===== src/rtl/mem_test_pkg.sv =====
// ====================
// Shared widths, seeds and types of the memory traffic tester
// Line addresses are ADDR_W bits and only a mapped subset is checked
// ====================
package mem_test_pkg;

    // ====================
    // Widths
    // ====================

    // Line address width
    localparam int ADDR_W = 12;
    // Tag RAM index width
    localparam int CHK_W = 8;
    // Low address bits kept in the index
    localparam int CHK_LOW_W = 5;
    // One line of data
    localparam int DATA_W = 64;
    // Compared part of a line
    localparam int TAG_W = 32;
    // Cycle counter and statistics counters
    localparam int COUNT_W = 24;

    // Expected-tag FIFO
    localparam int FIFO_DEPTH = 16;
    localparam int FIFO_PTR_W = $clog2(FIFO_DEPTH);
    // Almost full when fewer entries than this are free
    localparam int FIFO_THRESHOLD = 6;

    // ====================
    // LFSR seeds, all nonzero
    // ====================
    localparam logic [31:0] RD_SEED = 32'h0000_2721;
    localparam logic [31:0] WR_SEED = 32'h0000_8520;
    localparam logic [31:0] DATA_SEED = 32'h5a5a_0001;

    // Run control of the producer
    typedef enum logic [1:0]
    {
        IDLE,
        RUN,
        DONE
    } run_state_t;

    // One random word, read either raw or as address fields
    // Middle bits all zero means the line has a tag RAM entry
    typedef union packed
    {
        logic [31:0] raw;
        struct packed
        {
            logic [31-ADDR_W:0] unused;
            logic [CHK_W-CHK_LOW_W-1:0] checked_high;
            logic [ADDR_W-CHK_W-1:0] unchecked_middle;
            logic [CHK_LOW_W-1:0] checked_low;
        } mapped;
    } rand_addr_t;

    // Tag is bytes 7, 5, 3 and 0 of a line, high byte first
    function automatic logic [TAG_W-1:0] line_to_tag(input logic [DATA_W-1:0] line);
        return {line[8*7 +: 8], line[8*5 +: 8], line[8*3 +: 8], line[8*0 +: 8]};
    endfunction

endpackage


===== src/rtl/traffic_gen.sv =====
// ====================
// Random read and write producer, settings are sampled with start
// Requests issue one cycle after the decision edge and never under back-pressure
// ====================
`timescale 1ns/1ps

module traffic_gen
(
    input  logic clk,
    input  logic reset,

    // Run control
    input  logic start,
    input  logic [mem_test_pkg::COUNT_W-1:0] run_cycles,
    input  logic enable_reads,
    input  logic enable_writes,
    input  logic allow_conflicts,

    // Back-pressure
    input  logic mem_stall,
    input  logic ram_ready,
    input  logic exp_full,

    output logic busy,
    output logic done,

    // Memory requests
    output logic rd_valid,
    output logic [mem_test_pkg::ADDR_W-1:0] rd_addr,
    output logic rd_meta,
    output logic wr_valid,
    output logic [mem_test_pkg::ADDR_W-1:0] wr_addr,
    output logic [mem_test_pkg::DATA_W-1:0] wr_data,

    // Tag RAM access
    output logic chk_rd,
    output logic [mem_test_pkg::CHK_W-1:0] chk_rd_idx,
    output logic chk_wr,
    output logic [mem_test_pkg::CHK_W-1:0] chk_wr_idx,
    output logic [mem_test_pkg::TAG_W-1:0] chk_wr_tag
);

    // Taps 32, 22, 2, 1
    function automatic logic [31:0] lfsr_next(input logic [31:0] r);
        return {r[30:0], r[31] ^ r[21] ^ r[1] ^ r[0]};
    endfunction

    mem_test_pkg::run_state_t state;
    logic start_q;
    logic [mem_test_pkg::COUNT_W-1:0] cycles_rem;
    logic en_reads;
    logic en_writes;
    logic en_conflicts;

    logic [31:0] rd_lfsr;
    logic [31:0] wr_lfsr;
    logic [31:0] data_lo;
    logic [31:0] data_hi;
    mem_test_pkg::rand_addr_t rd_rand;
    mem_test_pkg::rand_addr_t wr_rand;
    logic rd_checked;
    logic wr_checked;
    logic can_issue;

    // ====================
    // Run state machine
    // ====================
    always_ff @(posedge clk)
    begin
        start_q <= 1'b0;

        if (state == mem_test_pkg::RUN)
        begin
            cycles_rem <= cycles_rem - 1'b1;
        end

        // Load settings, the run begins one edge later
        if (start && (state != mem_test_pkg::RUN))
        begin
            start_q <= 1'b1;
            cycles_rem <= run_cycles;
            en_reads <= enable_reads;
            en_writes <= enable_writes;
            en_conflicts <= allow_conflicts;
        end

        case (state)
            mem_test_pkg::IDLE:
            begin
                if (start_q)
                begin
                    state <= mem_test_pkg::RUN;
                end
            end
            mem_test_pkg::RUN:
            begin
                // Last busy cycle
                if (cycles_rem <= 1)
                begin
                    state <= mem_test_pkg::DONE;
                end
            end
            default:
            begin
                state <= mem_test_pkg::IDLE;
            end
        endcase

        if (reset)
        begin
            state <= mem_test_pkg::IDLE;
            start_q <= 1'b0;
            cycles_rem <= '0;
            en_reads <= 1'b0;
            en_writes <= 1'b0;
            en_conflicts <= 1'b0;
        end
    end

    assign busy = (state == mem_test_pkg::RUN);
    assign done = (state == mem_test_pkg::DONE);

    // ====================
    // Random sources
    // ====================
    always_ff @(posedge clk)
    begin
        rd_lfsr <= lfsr_next(rd_lfsr);
        wr_lfsr <= lfsr_next(wr_lfsr);
        data_lo <= lfsr_next(data_lo);
        data_hi <= lfsr_next(data_hi);

        if (reset)
        begin
            rd_lfsr <= mem_test_pkg::RD_SEED;
            wr_lfsr <= mem_test_pkg::WR_SEED;
            data_lo <= mem_test_pkg::DATA_SEED;
            // Half-word swap keeps the two data streams apart
            data_hi <= {mem_test_pkg::DATA_SEED[15:0], mem_test_pkg::DATA_SEED[31:16]};
        end
    end

    // Bit 2 splits reads and writes into disjoint lines
    always_comb
    begin
        rd_rand.raw = rd_lfsr;
        wr_rand.raw = wr_lfsr;
        if (!en_conflicts)
        begin
            rd_rand.mapped.checked_low[2] = 1'b0;
            wr_rand.mapped.checked_low[2] = 1'b1;
        end
    end

    assign rd_checked = (rd_rand.mapped.unchecked_middle == '0);
    assign wr_checked = (wr_rand.mapped.unchecked_middle == '0);

    // No decision on the final busy edge, so nothing shows after busy falls
    assign can_issue = busy && (cycles_rem > 1) && !mem_stall && !exp_full && ram_ready;

    // ====================
    // Request registers
    // ====================
    always_ff @(posedge clk)
    begin
        rd_valid <= can_issue && en_reads;
        chk_rd <= can_issue && en_reads && rd_checked;
        wr_valid <= can_issue && en_writes;
        chk_wr <= can_issue && en_writes && wr_checked;

        if (reset)
        begin
            rd_valid <= 1'b0;
            chk_rd <= 1'b0;
            wr_valid <= 1'b0;
            chk_wr <= 1'b0;
        end
    end

    // Payload follows the valids
    always_ff @(posedge clk)
    begin
        rd_addr <= rd_rand.raw[mem_test_pkg::ADDR_W-1:0];
        rd_meta <= rd_checked;
        chk_rd_idx <= {rd_rand.mapped.checked_high, rd_rand.mapped.checked_low};

        wr_addr <= wr_rand.raw[mem_test_pkg::ADDR_W-1:0];
        wr_data <= {data_hi, data_lo};
        chk_wr_idx <= {wr_rand.mapped.checked_high, wr_rand.mapped.checked_low};
        chk_wr_tag <= mem_test_pkg::line_to_tag({data_hi, data_lo});
    end

endmodule


===== config.mk =====
export PLATFORM = sky130hd
export DESIGN_NAME = traffic_gen
export DESIGN_NICKNAME = d
export VERILOG_FILES = /design/src/rtl/mem_test_pkg.sv /design/src/rtl/traffic_gen.sv
export SDC_FILE = /design/constraint.sdc
export NUM_CORES = 1
export LEC_CHECK = 0
export BUFFER_PORTS_ARGS = -buffer_cell sky130_fd_sc_hd__buf_2
export CORE_MARGIN = 2
export CORE_UTILIZATION = 45
export DETAILED_ROUTE_END_ITERATION = 8
export GPL_TIMING_DRIVEN = 0
export PLACE_DENSITY = 0.66
export SLEW_MARGIN = 20
export SYNTH_ARGS = -nofsm -noshare
export SYNTH_HDL_FRONTEND = slang
export SYNTH_SLANG_ARGS = --single-unit

===== constraint.sdc =====
create_clock -name clk -period 3 [get_ports clk]
set_input_delay 0.15 -clock clk [delete_from_list [all_inputs] [get_ports clk]]
set_output_delay 0.15 -clock clk [all_outputs]
set_load 0.01 [all_outputs]

---- Word-level counts from Yosys, hierarchy flattened ----
Cells that the tools add are included.
word-level totals
  input port bits ......................... 33
  output and inout bits ................... 143
  bits in registers ....................... 299
  logic and storage cells ................. 65
operators by class
  reductions and logical operators ........ 16
  bitwise operators ....................... 12
  add/sub/neg operators ................... 1
  equal/unequal tests ..................... 5
  multiplexer cells ....................... 8
  order comparisons ....................... 2
operators by type and width
  kind                                                              number
  two-way mux 24 bit                                                2
  greater-than comparator 24 x 1 -> 1 bit (second input constant)   1
  less-or-equal comparator 24 x 1 -> 1 bit (second input constant)  1
  subtractor 24 x 1 -> 24 bit (second input constant)               1
  XOR 1 bit                                                         12
  logical AND 1 bit                                                 9
  logical NOT 4 bit                                                 2
  two-way mux 2 bit                                                 2
  inequality test 2 x 1 -> 1 bit (second input constant)            2
  case mux 2 bit (2 select lines)                                   1
  two-way mux 1 bit                                                 3
  equality test 2 x 1 -> 1 bit (second input constant)              1
  equality test 2 bit (second input constant)                       1
  logical NOT 1 bit                                                 2
  logical NOT 2 bit                                                 1
  inequality test 2 bit (second input constant)                     1
  AND reduction 2 bit                                               1
  nonzero test 2 bit                                                1

---- Logic depth before layout (Yosys ltp) ----
Gate-level depths: netlist of the first run.
  depth after elaboration ................. 7
  gate-level depth with buffers ........... 7

---- Worst setup path after synthesis of the first run ----
No wires, ideal clock.
  kind .................................... register -> register
  from .................................... register cycles_rem[11] (netlist name)
  to ...................................... register cycles_rem[16] (netlist name)
  setup time .............................. 71 ps
  cell stages (with the launch flop) ...... 6
  clock period less this slack ............ 1850 ps
  data arrival time ....................... 1779 ps
  path buffers ............................ 0
  path slack .............................. 1150 ps
  cell sequence ........................... dfxtp_1 or4_4 nor3_4 nor4b_1 mux2_2 a21oi_1
between the ends
  cells in the longest elaborated chain, start to end .. 3
RTL lines
  what                         line               RTL
  start, declared              traffic_gen.sv:50  logic [mem_test_pkg::COUNT_W-1:0] cycles_rem;
  start signal, assigned       traffic_gen.sv:74  cycles_rem <= cycles_rem - 1'b1;
  start signal, assigned       traffic_gen.sv:81  cycles_rem <= run_cycles;
  subtractor 24 x 1 -> 24 bit  traffic_gen.sv:74
  two-way mux 24 bit           traffic_gen.sv:72  if (state == mem_test_pkg::RUN)
  two-way mux 24 bit           traffic_gen.sv:78  if (start && (state != mem_test_pkg::RUN))
No other way between the ends. The select of a mux whose other input is x is not followed.
A chain may end at the register's enable or synchronous reset.

---- Worst setup path after layout of the first run ----
  from .................................... register state[1]
  to ...................................... register cycles_rem[4] (netlist name)
between the ends
  cells in the longest elaborated chain, start to end .. 3
RTL lines
  what                                                             line                RTL
  start, declared                                                  traffic_gen.sv:48   mem_test_pkg::run_state_t state;
  start signal, assigned                                           traffic_gen.sv:92   state <= mem_test_pkg::RUN;
  start signal, assigned                                           traffic_gen.sv:100  state <= mem_test_pkg::DONE;
  start signal, assigned                                           traffic_gen.sv:105  state <= mem_test_pkg::IDLE;
  inequality test 2 x 1 -> 1 bit                                   traffic_gen.sv:78
  logical AND 1 bit                                                traffic_gen.sv:78
  two-way mux 24 bit / nonzero test 2 bit (equally long branches)  n/a
Several ways; a longest one is shown, not always the timed one.

==> out/results.tsv, run 1 <==
stage	metric	value	unit
run_status	status	completed	
synth	yosysSeqAreaShare	0.678	
setup_path	path_depth	6	
cts	hold_buffers	23	
cts	cts-resized-gates	0	
sta	worstMarginPinSlew	0.728	ns
sta	final_hold_viol_count	0	
cts	htreeDepth	1	
sta	worst_slack	0.779	ns
cts	root_buffer	clkbuf_16	
drt	dr.pass1.iters	5	
global_route	grt_usage	0.173	
placement	gp_congestion	0.865	
drt	viasPerCell	4.60	
drt	wl	15.5	mm
setup_path	critical_path.top_delay_family	buffers and inverters	
synth	synth.ff_latch_count	251	
synth	synth_area_leaders	dfxtp_1, nor2b_1, buf_4	
cts	worstSkewPairLatency	0.49	ns
setup_path	critPathLaunch	state[1]	
setup_path	end_kind	flop	
synth	async_flop_share	0	
global_route	grt_pass1_vias	4840	
cts	cts_setup_buffers	0	
drt	detail-route-antenna-nets	0	
synth	synth_top_area_cell	dfxtp_1	
synth	yosysUniqueCellTypes	49	
cts	cts_made_buffers	23	
power	p_leak	4.24	nW
layout	insertedDiodeCount	0	
job	cap_viol_max_count	0	
die	ioPinCount	176	
synth	ys.flop_type	dfxtp_1	
setup_path	reg2reg_from	state[1]	
synth	syn_nets	670	
placement	hpwlAfterDp	10.9	mm
placement	place_ws	0.801	ns
synth	yosysTopAreaCellShare	0.678	
setup_path	crit_required	3.35	ns
synth	synthTopCellsByCount	dfxtp_1, nor2b_1, buf_4	
synth	synth_cells	635	
setup_path	crit_fanout	10	
global_route	antenna_found_initial	0	
sta	tns	0	ns
drt	dr.first_iter.drc_count	190	
global_route	grt_pass1_wl	24.8	mm
sta	relSlewSlack	0.515	
setup_path	reg2regPathDepth	6	
setup_path	cp-endpoint	cycles_rem[4]	
die	fp.dieW	132	µm
sta	setup_viol	0	
cts	cts.reportedPaths.clkPinSlew	0.07	ns
drt	via_count	5008	
setup_path	startpoint_type	flop	
setup_path	max_stage_delay	0.42	ns
sta	rsz0062_at_grt	false	
cts	clockBufferDepth	3	
layout	fin_util	0.596	
drt	post_drt_wl_per_cell	14.3	µm
drt	drc	0	
die	rows	46	
synth	synth_area_per_cell	11.7	µm²
setup_path	critPathSlowestCell	clkbuf_1	
sta	period_needed	2.22	ns
sta	drv_slew	0	
setup_path	cp_common_cell	clkbuf_1	
die	die-height	132	µm
synth	yosysMostFrequentCell	dfxtp_1	
cts	clock_sinks	251	
global_route	globalRouteOverflowTotal	0	
setup_path	crit_type	flop to flop	
placement	io_buffers	173	
sta	timing.fmax	450	MHz
power	power_density	746	nW/µm²
setup_path	cp.buffers_inverters	2	
layout	drive_gt1_frac	0.338	
synth	synth_area	7410	µm²
die	core_region_area	16000	µm²
setup_path	crit_chain	nand2b_1, clkbuf_1, nand2_1, clkbuf_1, o311ai_0, a21oi_1	
layout	area_delta_synth_final	28.8	%
synth	synth-edff-count	0	
synth	yosysWarnings	0	
global_route	grt_max_degree	17	
sta	skew	0.00726	ns
setup_path	arrival	2.57	ns
die	initial_utilization	0.463	
sta	post-route-period-util	0.740	
setup_path	r2r_setup_slack	0.78	ns
worst_hold_path	hp-class	primary input to flop	
layout	fillers	1366	
layout	finalNetCount	891	
power	vdd_drop_max	0.000423	V
die	dieArea	17500	µm²
setup_path	r2r_end	cycles_rem[4]	
cts	cts_tree	done	
==> area by class of cell <==
cell class                 count  area [µm²]  share of cell area
clock inverter                18         186              0.0195
buffer                        73         454              0.0476
timing repair buffer         196        1100               0.115
clock buffer                  24         579              0.0607
multi-input combinational    307        1920               0.201
sequential                   251        5020               0.526
tap                          216         270              0.0283
inverter                       4        15.0             0.00157
==> cell families (layout without fill, tap and decap cells) <==
family	after synthesis	in the layout	share of synthesized area
XOR/XNOR	12	12	0.0142
flip-flops	251	251	0.678
AO/OA/AOI/OAI	54	54	0.0479
AND/OR/NAND/NOR	235	235	0.188
buffers and inverters	77	315	0.0633
multiplexers	4	4	0.00557
adder cells (fa/ha/maj)	2	2	0.00338
==> metal layers <==
layer / GRT usage / routed length, µm / vias up
met1: 0.230 / 6920 / 2311
met3: 0.0285 / 1000 / 19
li1: - / - / 2500
met2: 0.295 / 7370 / 178
met5: 0 / 0 / -
met4: 0.0424 / 240 / 0
==> registers in the layout, summed over array words and instances, names as in the netlist, 2 cells and up <==
register,cells
wr_lfsr,32
data_lo,32
wr_data,32
chk_wr_tag,32
wr_addr,4
rd_lfsr,32
rd_addr,4
chk_rd_idx,8
chk_wr_idx,8
cycles_rem,24
state,2
data_hi,32
==> power by group <==
| group | switching (mW) | leakage [nW] | total, mW | internal, mW |
|---|---|---|---|---|
| clock | 1.22 | 0.372 | 2.90 | 1.68 |
| sequential | 0.107 | 2.07 | 3.62 | 3.51 |
| combinational | 0.313 | 1.80 | 0.601 | 0.288 |
==> per-stage QoR <==
step	std cells	power [mW]	area, µm²	hold slack [ns]
2_1_floorplan	635	4.03	7410	0.286
3_3_place_gp	1024	4.25	8550	0.327
3_5_place_dp	1024	4.26	8550	0.329
4_1_cts	1089	7.18	9540	0.00202
5_1_grt	1089	7.40	9540	0.00980
6_report	1089	7.12	9540	0.0154
==> cells in the final DEF, fill, tap and decap left out, types with 3 or more instances in the layout <==
cell | netlist | layout
a211oi_1 | 3 | 3
or4_1 | 4 | 4
nor2_1 | 27 | 27
a22oi_1 | 3 | 3
inv_1 | 4 | 4
buf_2 | 0 | 173
xnor2_1 | 8 | 8
clkinvlp_4 | 0 | 4
and4_1 | 4 | 4
clkbuf_16 | 0 | 23
a31oi_1 | 4 | 4
or2_2 | 26 | 26
nor3_1 | 8 | 8
clkbuf_1 | 25 | 26
buf_4 | 48 | 48
and2_1 | 4 | 4
xor2_1 | 4 | 4
bufinv_16 | 0 | 3
o21ai_0 | 4 | 4
dfxtp_1 | 251 | 251
nor4_1 | 11 | 11
o311ai_0 | 4 | 4
nand3_1 | 6 | 6
or3_1 | 4 | 4
nand4_1 | 3 | 3
mux2i_1 | 3 | 3
nand2_1 | 20 | 20
clkinv_2 | 0 | 8
a21oi_1 | 21 | 21
nand2b_1 | 9 | 9
dlygate4sd3_1 | 0 | 23
nor2b_1 | 99 | 99
==> worst min-delay path by stage <==
stage                     slack, ns  cells after the start            from              to
after floorplan                0.29                      2    enable_reads        en_reads
after global placement         0.33                      0     data_lo[10]     wr_data[10]
after detailed placement       0.33                      0      wr_lfsr[9]   chk_wr_idx[5]
after CTS                     0.002                      3  run_cycles[18]  cycles_rem[18]
after global routing           0.01                      3  run_cycles[18]  cycles_rem[18]
final                          0.02                      3  run_cycles[18]  cycles_rem[18]
==> worst reg2reg max path, cell delays in order (launching register included) <==
cell and delay, ns:
dfxtp_1 0.38, nand2b_1 0.16, clkbuf_1 0.42, nand2_1 0.42, clkbuf_1 0.37, o311ai_0 0.22
a21oi_1 0.12
Power figures use the tool's default switching activity.
==> run 2: changes to the inputs <==
--- a/config.mk
+++ b/config.mk
@@ -5,12 +5,13 @@
 export SDC_FILE = /design/constraint.sdc
 export NUM_CORES = 1
 export LEC_CHECK = 0
+export ABC_AREA = 1
 export BUFFER_PORTS_ARGS = -buffer_cell sky130_fd_sc_hd__buf_2
 export CORE_MARGIN = 2
 export CORE_UTILIZATION = 45
 export DETAILED_ROUTE_END_ITERATION = 8
 export GPL_TIMING_DRIVEN = 0
-export PLACE_DENSITY = 0.66
+export PLACE_DENSITY = 0.65
 export SLEW_MARGIN = 20
 export SYNTH_ARGS = -nofsm -noshare
 export SYNTH_HDL_FRONTEND = slang
==> constraint.sdc (replaced) <==
create_clock -name clk -period 2.3 [get_ports clk]
set_input_delay 0.115 -clock clk [delete_from_list [all_inputs] [get_ports clk]]
set_output_delay 0.115 -clock clk [all_outputs]
set_load 0.01 [all_outputs]
==> run 2 against run 1 <==
  * Largest power group unchanged
  * Sequential power is 30% higher
  * Final area is 7.2% higher
  * Critical endpoint is now chk_rd
  * Flip-flop and latch count is the same
  * Core utilization down 0.70 points
  * Register-to-register slack lost 0.63 ns
  * Worst hold slack got worse by 0.0032 ns
  * Worst setup slack worse by 0.63 ns
  * Area after synthesis increased by 8.4%
==> out/results.tsv, run 2 <==
stage	metric	value	unit	change
layout	finalNetCount	1113		was 891
layout	drive_gt1_frac	0.323		was 0.338
sta	tns	0	ns	unchanged
drt	via_count	5714		was 5,008
synth	synth_area	8030	µm²	was 7410 µm²
setup_path	arrival	2.54	ns	was 2.57 ns
global_route	grt_pass1_wl	25.2	mm	was 24.8 mm
die	core_region_area	17400	µm²	was 16,000 µm²
drt	dr.max_layer_used	met4		unchanged
setup_path	startpoint_type	flop		unchanged
synth	yosysUniqueCellTypes	40		was 49
drt	dr.first_iter.drc_count	256		was 190
setup_path	end_kind	flop		unchanged
global_route	grt_usage	0.169		was 0.173
layout	insertedDiodeCount	0		unchanged
layout	final_cells	1321		was 1,089
drt	wl_met1	7.47	mm	was 6.92 mm
power	vdd_drop_max	0.000569	V	was 0.000423 V
cts	clock_sinks	251		unchanged
sta	worstMarginPinSlew	0.804	ns	was 0.728 ns
die	fp.dieW	138	µm	was 132 µm
placement	hpwlAfterDp	11.5	mm	was 10.9 mm
cts	htreeDepth	1		unchanged
synth	ys.flop_type	dfxtp_1		unchanged
sta	drv_slew	0		unchanged
cts	cts.reportedPaths.clkPinSlew	0.06	ns	was 0.07 ns
die	dieArea	18900	µm²	was 17,500 µm²
die	die-height	138	µm	was 132 µm
cts	clockBufferDepth	3		unchanged
sta	period_needed	2.15	ns	was 2.22 ns
die	ioPinCount	176		unchanged
synth	async_flop_share	0		unchanged
sta	rsz0062_at_grt	false		unchanged
placement	gp_congestion	0.904		was 0.865
setup_path	max_stage_delay	0.54	ns	was 0.42 ns
synth	synth_top_area_cell	dfxtp_1		unchanged
drt	detail-route-antenna-nets	0		unchanged
drt	viasPerCell	4.33		was 4.60
drt	dr.pass1.iters	4		was 5
synth	yosysSeqAreaShare	0.626		was 0.678
drt	drc	0		unchanged
synth	yosysMostFrequentCell	dfxtp_1		unchanged
run_status	status	completed		unchanged
drt	routed-wl-met2	7.45	mm	was 7.37 mm
synth	yosysWarnings	0		unchanged
global_route	grt_pass1_vias	5197		was 4,840
worst_hold_path	hp-class	primary input to flop		unchanged
setup_path	crit_chain	inv_1, ha_2, nand3_4, o21ai_1, nand3_2, nand4_2, nor3_2, dlygate4sd3_1		was nand2b_1, clkbuf_1, nand2_1, clkbuf_1, o311ai_0, a21oi_1
cts	cts_setup_buffers	0		unchanged
sta	post-route-period-util	0.934		was 0.740
sta	relSlewSlack	0.464		was 0.515
cts	root_buffer	clkbuf_16		unchanged
sta	skew	0.0163	ns	was 0.00726 ns
setup_path	crit_type	flop to flop		unchanged
synth	synth-edff-count	0		unchanged
drt	wl	16.2	mm	was 15.5 mm
global_route	antenna_found_initial	0		unchanged
synth	synthTopCellsByCount	dfxtp_1, nor2_1, inv_1		was dfxtp_1, nor2b_1, buf_4
placement	place_inst	1249		was 1,024
sta	setup_viol	0		unchanged
layout	fin_util	0.589		was 0.596
layout	area_delta_synth_final	27.4	%	was 28.8%
power	p_total	9.41	mW	was 7.12 mW
layout	layout_common_cells	dfxtp_1, buf_2, nor2_1, inv_1, nand2_1		was dfxtp_1, buf_2, nor2b_1, buf_4, nor2_1
synth	synth.ff_latch_count	251		unchanged
setup_path	critical_path.top_delay_family	buffers and inverters		unchanged
setup_path	cp.buffers_inverters	2		unchanged
synth	synth_area_per_cell	9.46	µm²	was 11.7 µm²
drt	post_drt_wl_per_cell	12.3	µm	was 14.3 µm
sta	timing.fmax	466	MHz	was 450 MHz
cts	cts_tree	done		unchanged
cts	worstSkewPairLatency	0.50	ns	was 0.49 ns
global_route	grt_max_degree	15		was 17
setup_path	critPathSlowestCell	dlygate4sd3_1		was clkbuf_1
cts	cts_made_buffers	25		was 23
die	initial_utilization	0.463		about the same
drt	met3WireLength	1.02	mm	was 1.00 mm
setup_path	crit_required	2.69	ns	was 3.35 ns
synth	yosysTopAreaCellShare	0.626		was 0.678
setup_path	crit_fanout	5		was 10
sta	final_hold_viol_count	0		unchanged
placement	io_buffers	175		was 173
power	power_density	920	nW/µm²	was 746 nW/µm²
global_route	globalRouteOverflowTotal	0		unchanged
synth	syn_nets	884		was 670
die	rows	48		was 46
setup_path	r2r_setup_slack	0.15	ns	was 0.78 ns
layout	layout_commonest_cell	dfxtp_1		unchanged
synth	synth_area_leaders	dfxtp_1, nor2_1, inv_1		was dfxtp_1, nor2b_1, buf_4
job	cap_viol_max_count	0		unchanged
synth	synth_cells	849		was 635
power	p_leak	4.82	nW	was 4.24 nW
==> run 2: cell types whose count changed after synthesis, moves of 11 or more <==
cell / previous run / this run
nor2b_1: 99 / 0
nand3_1: 6 / 26
nand2_1: 20 / 73
clkbuf_1: 25 / 4
nor2_4: 0 / 11
buf_2: 0 / 16
inv_1: 4 / 128
nor2_1: 27 / 150
==> run 2: layout make-up <==
cell class | instances | area (µm²)
multi-input cells | 393 | 2020
clock buffers | 35 | 703
clock inverters | 10 | 65.1
flip-flops and latches | 251 | 5020
inverters | 132 | 498
plain buffers | 73 | 489
repair buffers | 202 | 1150
fillers | 1503 | 7130
well taps | 225 | 282
==> run 2: routing by layer <==
layer	track usage	up-vias
met5	0	-
met4	0.0544	0
met3	0.0272	26
met2	0.288	195
met1	0.220	2517
li1	-	2976
==> run 2: cells by family after synthesis <==
kind of cell | count (synthesis) | synth area share
XOR/XNOR | 9 | 0.00981
buffers and inverters | 205 | 0.123
AO/OA/AOI/OAI | 53 | 0.0403
AND/OR/NAND/NOR | 329 | 0.198
flip-flops | 251 | 0.626
adder cells (fa/ha/maj) | 2 | 0.00311
==> run 2: repair_timing <==
action                                 in CTS  in global routing
setup endpoints to repair                   0                  1
endpoints found under the hold margin      24                  0
gates resized for setup                     0                  1
hold buffers                               27                  0
==> run 2: tightest hold or removal path: cells and delay by family <==
kind / cells / cell delay [ns]
simple gates: 3 / 0.21
compound gates: 1 / 0.04
buf+inv: 1 / 0.09
==> run 2: worst paths after layout <==
check | from | endpoint | cells after the start
hold reg to reg | rd_lfsr[9] | chk_rd_idx[5] | 0
hold / removal | run_cycles[20] | cycles_rem[20] | 5
setup reg to reg | cycles_rem[0] | chk_rd | 8
setup / recovery | cycles_rem[0] | chk_rd | 8
==> run 2: through the flow <==
stage	hold WS, ns	worst slack, ns	instance area [µm²]
finish	0.0121	0.153	10200
global route	0.0343	0.0220	10200
CTS	0.00332	0.0802	10200
detailed placement	0.333	0.622	9190
global placement	0.326	0.615	9190
floorplan	0.225	0.904	8030
==> run 2: where the power goes <==
| part | total (mW) | internal (mW) | switching (mW) |
|---|---|---|---|
| clock network | 3.74 | 2.14 | 1.59 |
| registers | 4.71 | 4.57 | 0.144 |
| logic | 0.967 | 0.411 | 0.556 |
| total | 9.41 | 7.12 | 2.29 |
==> run 3: changes to the inputs <==
--- a/config.mk
+++ b/config.mk
@@ -5,13 +5,13 @@
 export SDC_FILE = /design/constraint.sdc
 export NUM_CORES = 1
 export LEC_CHECK = 0
-export ABC_AREA = 1
 export BUFFER_PORTS_ARGS = -buffer_cell sky130_fd_sc_hd__buf_2
 export CORE_MARGIN = 2
 export CORE_UTILIZATION = 45
 export DETAILED_ROUTE_END_ITERATION = 8
 export GPL_TIMING_DRIVEN = 0
-export PLACE_DENSITY = 0.65
+export HOLD_SLACK_MARGIN = 0.08
+export PLACE_DENSITY = 0.66
 export SLEW_MARGIN = 20
 export SYNTH_ARGS = -nofsm -noshare
 export SYNTH_HDL_FRONTEND = slang
==> run 3 against run 2 <==
  * Sequential power about the same
  * Combinational power decreased by 18%
  * Clock skew decreased by 0.0063 ns
  * Register-to-register slack improved by 0.02 ns
  * Via count decreased by 12%
  * First-iteration DRC count decreased by 18%
  * Count of clock-buffer cells in the layout decreased by 11
  * Power decreased by 1.4%
  * Critical endpoint is now cycles_rem[4]
==> out/results.tsv, run 3 (synthesis gave the netlist of run 1 again) <==
stage	metric	value	unit	change
run_status	status	completed		unchanged
setup_path	crit_type	flop to flop		unchanged
drt	dr.first_iter.drc_count	210		was 256
layout	drive_gt1_frac	0.338		was 0.323
placement	hpwlAfterDp	10.9	mm	was 11.5 mm
power	switching_share	0.230		was 0.244
worst_hold_path	hp-class	primary input to flop		unchanged
sta	worstMarginPinSlew	0.708	ns	was 0.804 ns
global_route	grt_max_degree	17		was 15
setup_path	startpoint_type	flop		unchanged
drt	post_drt_wl_per_cell	14.2	µm	was 12.3 µm
power	internal-power	7.15	mW	was 7.12 mW
global_route	grt_usage	0.174		was 0.169
cts	worstSkewPairLatency	0.49	ns	was 0.50 ns
setup_path	arrival	2.48	ns	was 2.54 ns
layout	layout_commonest_cell	dfxtp_1		unchanged
layout	fillers	1354		was 1,503
layout	layout_common_cells	dfxtp_1, buf_2, nor2b_1, buf_4, dlygate4sd3_1		was dfxtp_1, buf_2, nor2_1, inv_1, nand2_1
cts	clockBufferDepth	3		unchanged
sta	final_hold_viol_count	0		unchanged
cts	cts_setup_buffers	0		unchanged
cts	root_buffer	clkbuf_16		unchanged
power	switching_power	2.13	mW	was 2.29 mW
layout	seq_area	5020	µm²	unchanged
die	rows	46		was 48
global_route	grt_pass1_wl	24.9	mm	was 25.2 mm
die	ioPinCount	176		unchanged
drt	viasPerCell	4.59		was 4.33
cts	htreeDepth	1		unchanged
sta	tns	0	ns	unchanged
cts	clock_sinks	251		unchanged
layout	insertedDiodeCount	0		unchanged
die	fp.dieW	132	µm	was 138 µm
sta	timing.fmax	469	MHz	was 466 MHz
die	initial_utilization	0.463		about the same
power	combPwrFrac	0.086		was 0.103
sta	period_needed	2.13	ns	was 2.15 ns
power	p_leak	4.27	nW	was 4.82 nW
sta	post-route-period-util	0.926		was 0.934
placement	gp_congestion	0.865		was 0.904
cts	cts_tree	done		unchanged
power	power_density	965	nW/µm²	was 920 nW/µm²
sta	hold_ws	0.0953	ns	was 0.0121 ns
die	dieArea	17500	µm²	was 18,900 µm²
sta	skew	0.00991	ns	was 0.0163 ns
setup_path	crit_fanout	10		was 5
sta	rsz0062_at_grt	false		unchanged
die	die-height	132	µm	was 138 µm
sta	relSlewSlack	0.528		was 0.464
setup_path	end_kind	flop		unchanged
cts	cts_made_buffers	23		was 25
layout	multi_input_area	1920	µm²	was 2020 µm²
layout	area_delta_synth_final	29.8	%	was 27.4%
power	vdd_drop_max	0.000566	V	was 0.000569 V
drt	detail-route-antenna-nets	0		unchanged
setup_path	crit_required	2.65	ns	was 2.69 ns
placement	placed_cell_area	8550	µm²	was 9190 µm²
global_route	grt_pass1_vias	4859		was 5,197
drt	drc	0		unchanged
power	pwr-share-seq	0.508		was 0.500
drt	dr.pass1.iters	4		unchanged
layout	postLayoutCellArea	9620	µm²	was 10,200 µm²
cts	cts.reportedPaths.clkPinSlew	0.07	ns	was 0.06 ns
job	cap_viol_max_count	0		unchanged
sta	setup_viol	0		unchanged
power	p_clk_frac	0.406		was 0.397
layout	finalNetCount	898		was 1,113
drt	wl	15.6	mm	was 16.2 mm
drt	via_count	5033		was 5,714
placement	io_buffers	173		was 175
die	core_region_area	16000	µm²	was 17,400 µm²
global_route	globalRouteOverflowTotal	0		unchanged
sta	drv_slew	0		unchanged
global_route	antenna_found_initial	0		unchanged
## run 3: cell count changes in the layout (fill, tap and decap cells not counted), sizes merged, moves of 11 or more
cell   previous run  this run
nor2            172        27
inv             133         5
nor2b             0        99
nand2            79        20
buf             244       221
nand3            30         7
nor4              1        12
## run 3: path summary, 6_finish.rpt
kind            startpoint            end  slack [ns]  depth (start not counted)
max               state[1]  cycles_rem[4]        0.17                          6
min          run_cycles[3]  cycles_rem[3]         0.1                          4
max reg2reg       state[1]  cycles_rem[4]        0.17                          6
min reg2reg     wr_lfsr[9]  chk_wr_idx[5]        0.34                          0
## run 3: worst max-delay path, stage by stage, from the launching register on
cell	delay, ns
dfxtp_1	0.40
nand2b_1	0.16
clkbuf_1	0.40
nand2_1	0.40
clkbuf_2	0.34
o311ai_0	0.18
a21oi_1	0.11
## run 3: layout make-up
class,count,area share
Buffer,73,0.0473
Clock buffer,24,0.0602
Clock inverter,18,0.0194
Inverter,4,0.00156
Multi-Input combinational cell,307,0.200
Sequential cell,251,0.522
Tap cell,216,0.0281
Timing Repair Buffer,203,0.121
## run 3: per-stage QoR
step | util | cells | worst slack (ns) | power (mW)
5_1_grt | 0.601 | 1096 | 0.0197 | 9.66
2_1_floorplan | - | 635 | 0.450 | 5.26
4_1_cts | 0.600 | 1095 | 0.112 | 9.37
3_5_place_dp | 0.534 | 1024 | 0.101 | 5.56
3_3_place_gp | 0.534 | 1024 | 0.139 | 5.54
6_report | 0.601 | 1096 | 0.169 | 9.28
## run 3: timing repair
item / CTS / global route
hold endpoints to repair: 28 / 1
setup endpoints to repair: 0 / 3
hold buffers: 29 / 1
resized for setup: 0 / 3
## run 3: power by group through the flow
| stage | Clock (mW) | Sequential (mW) | Combinational [mW] |
|---|---|---|---|
| finish | 3.77 | 4.72 | 0.794 |
| global route | 4.05 | 4.74 | 0.869 |
| CTS | 3.86 | 4.72 | 0.794 |
| detailed placement | 0 | 4.81 | 0.751 |
| global placement | 0 | 4.81 | 0.739 |
| floorplan | 0 | 4.82 | 0.441 |
## run 3: layer usage
layer | part of all wire | up-vias | track usage
met2 | 0.48 | 164 | 0.298
met3 | 0.062 | 19 | 0.0288
met5 | 0 | - | 0
met1 | 0.44 | 2343 | 0.230
li1 | - | 2507 | -
met4 | 0.015 | 0 | 0.0424
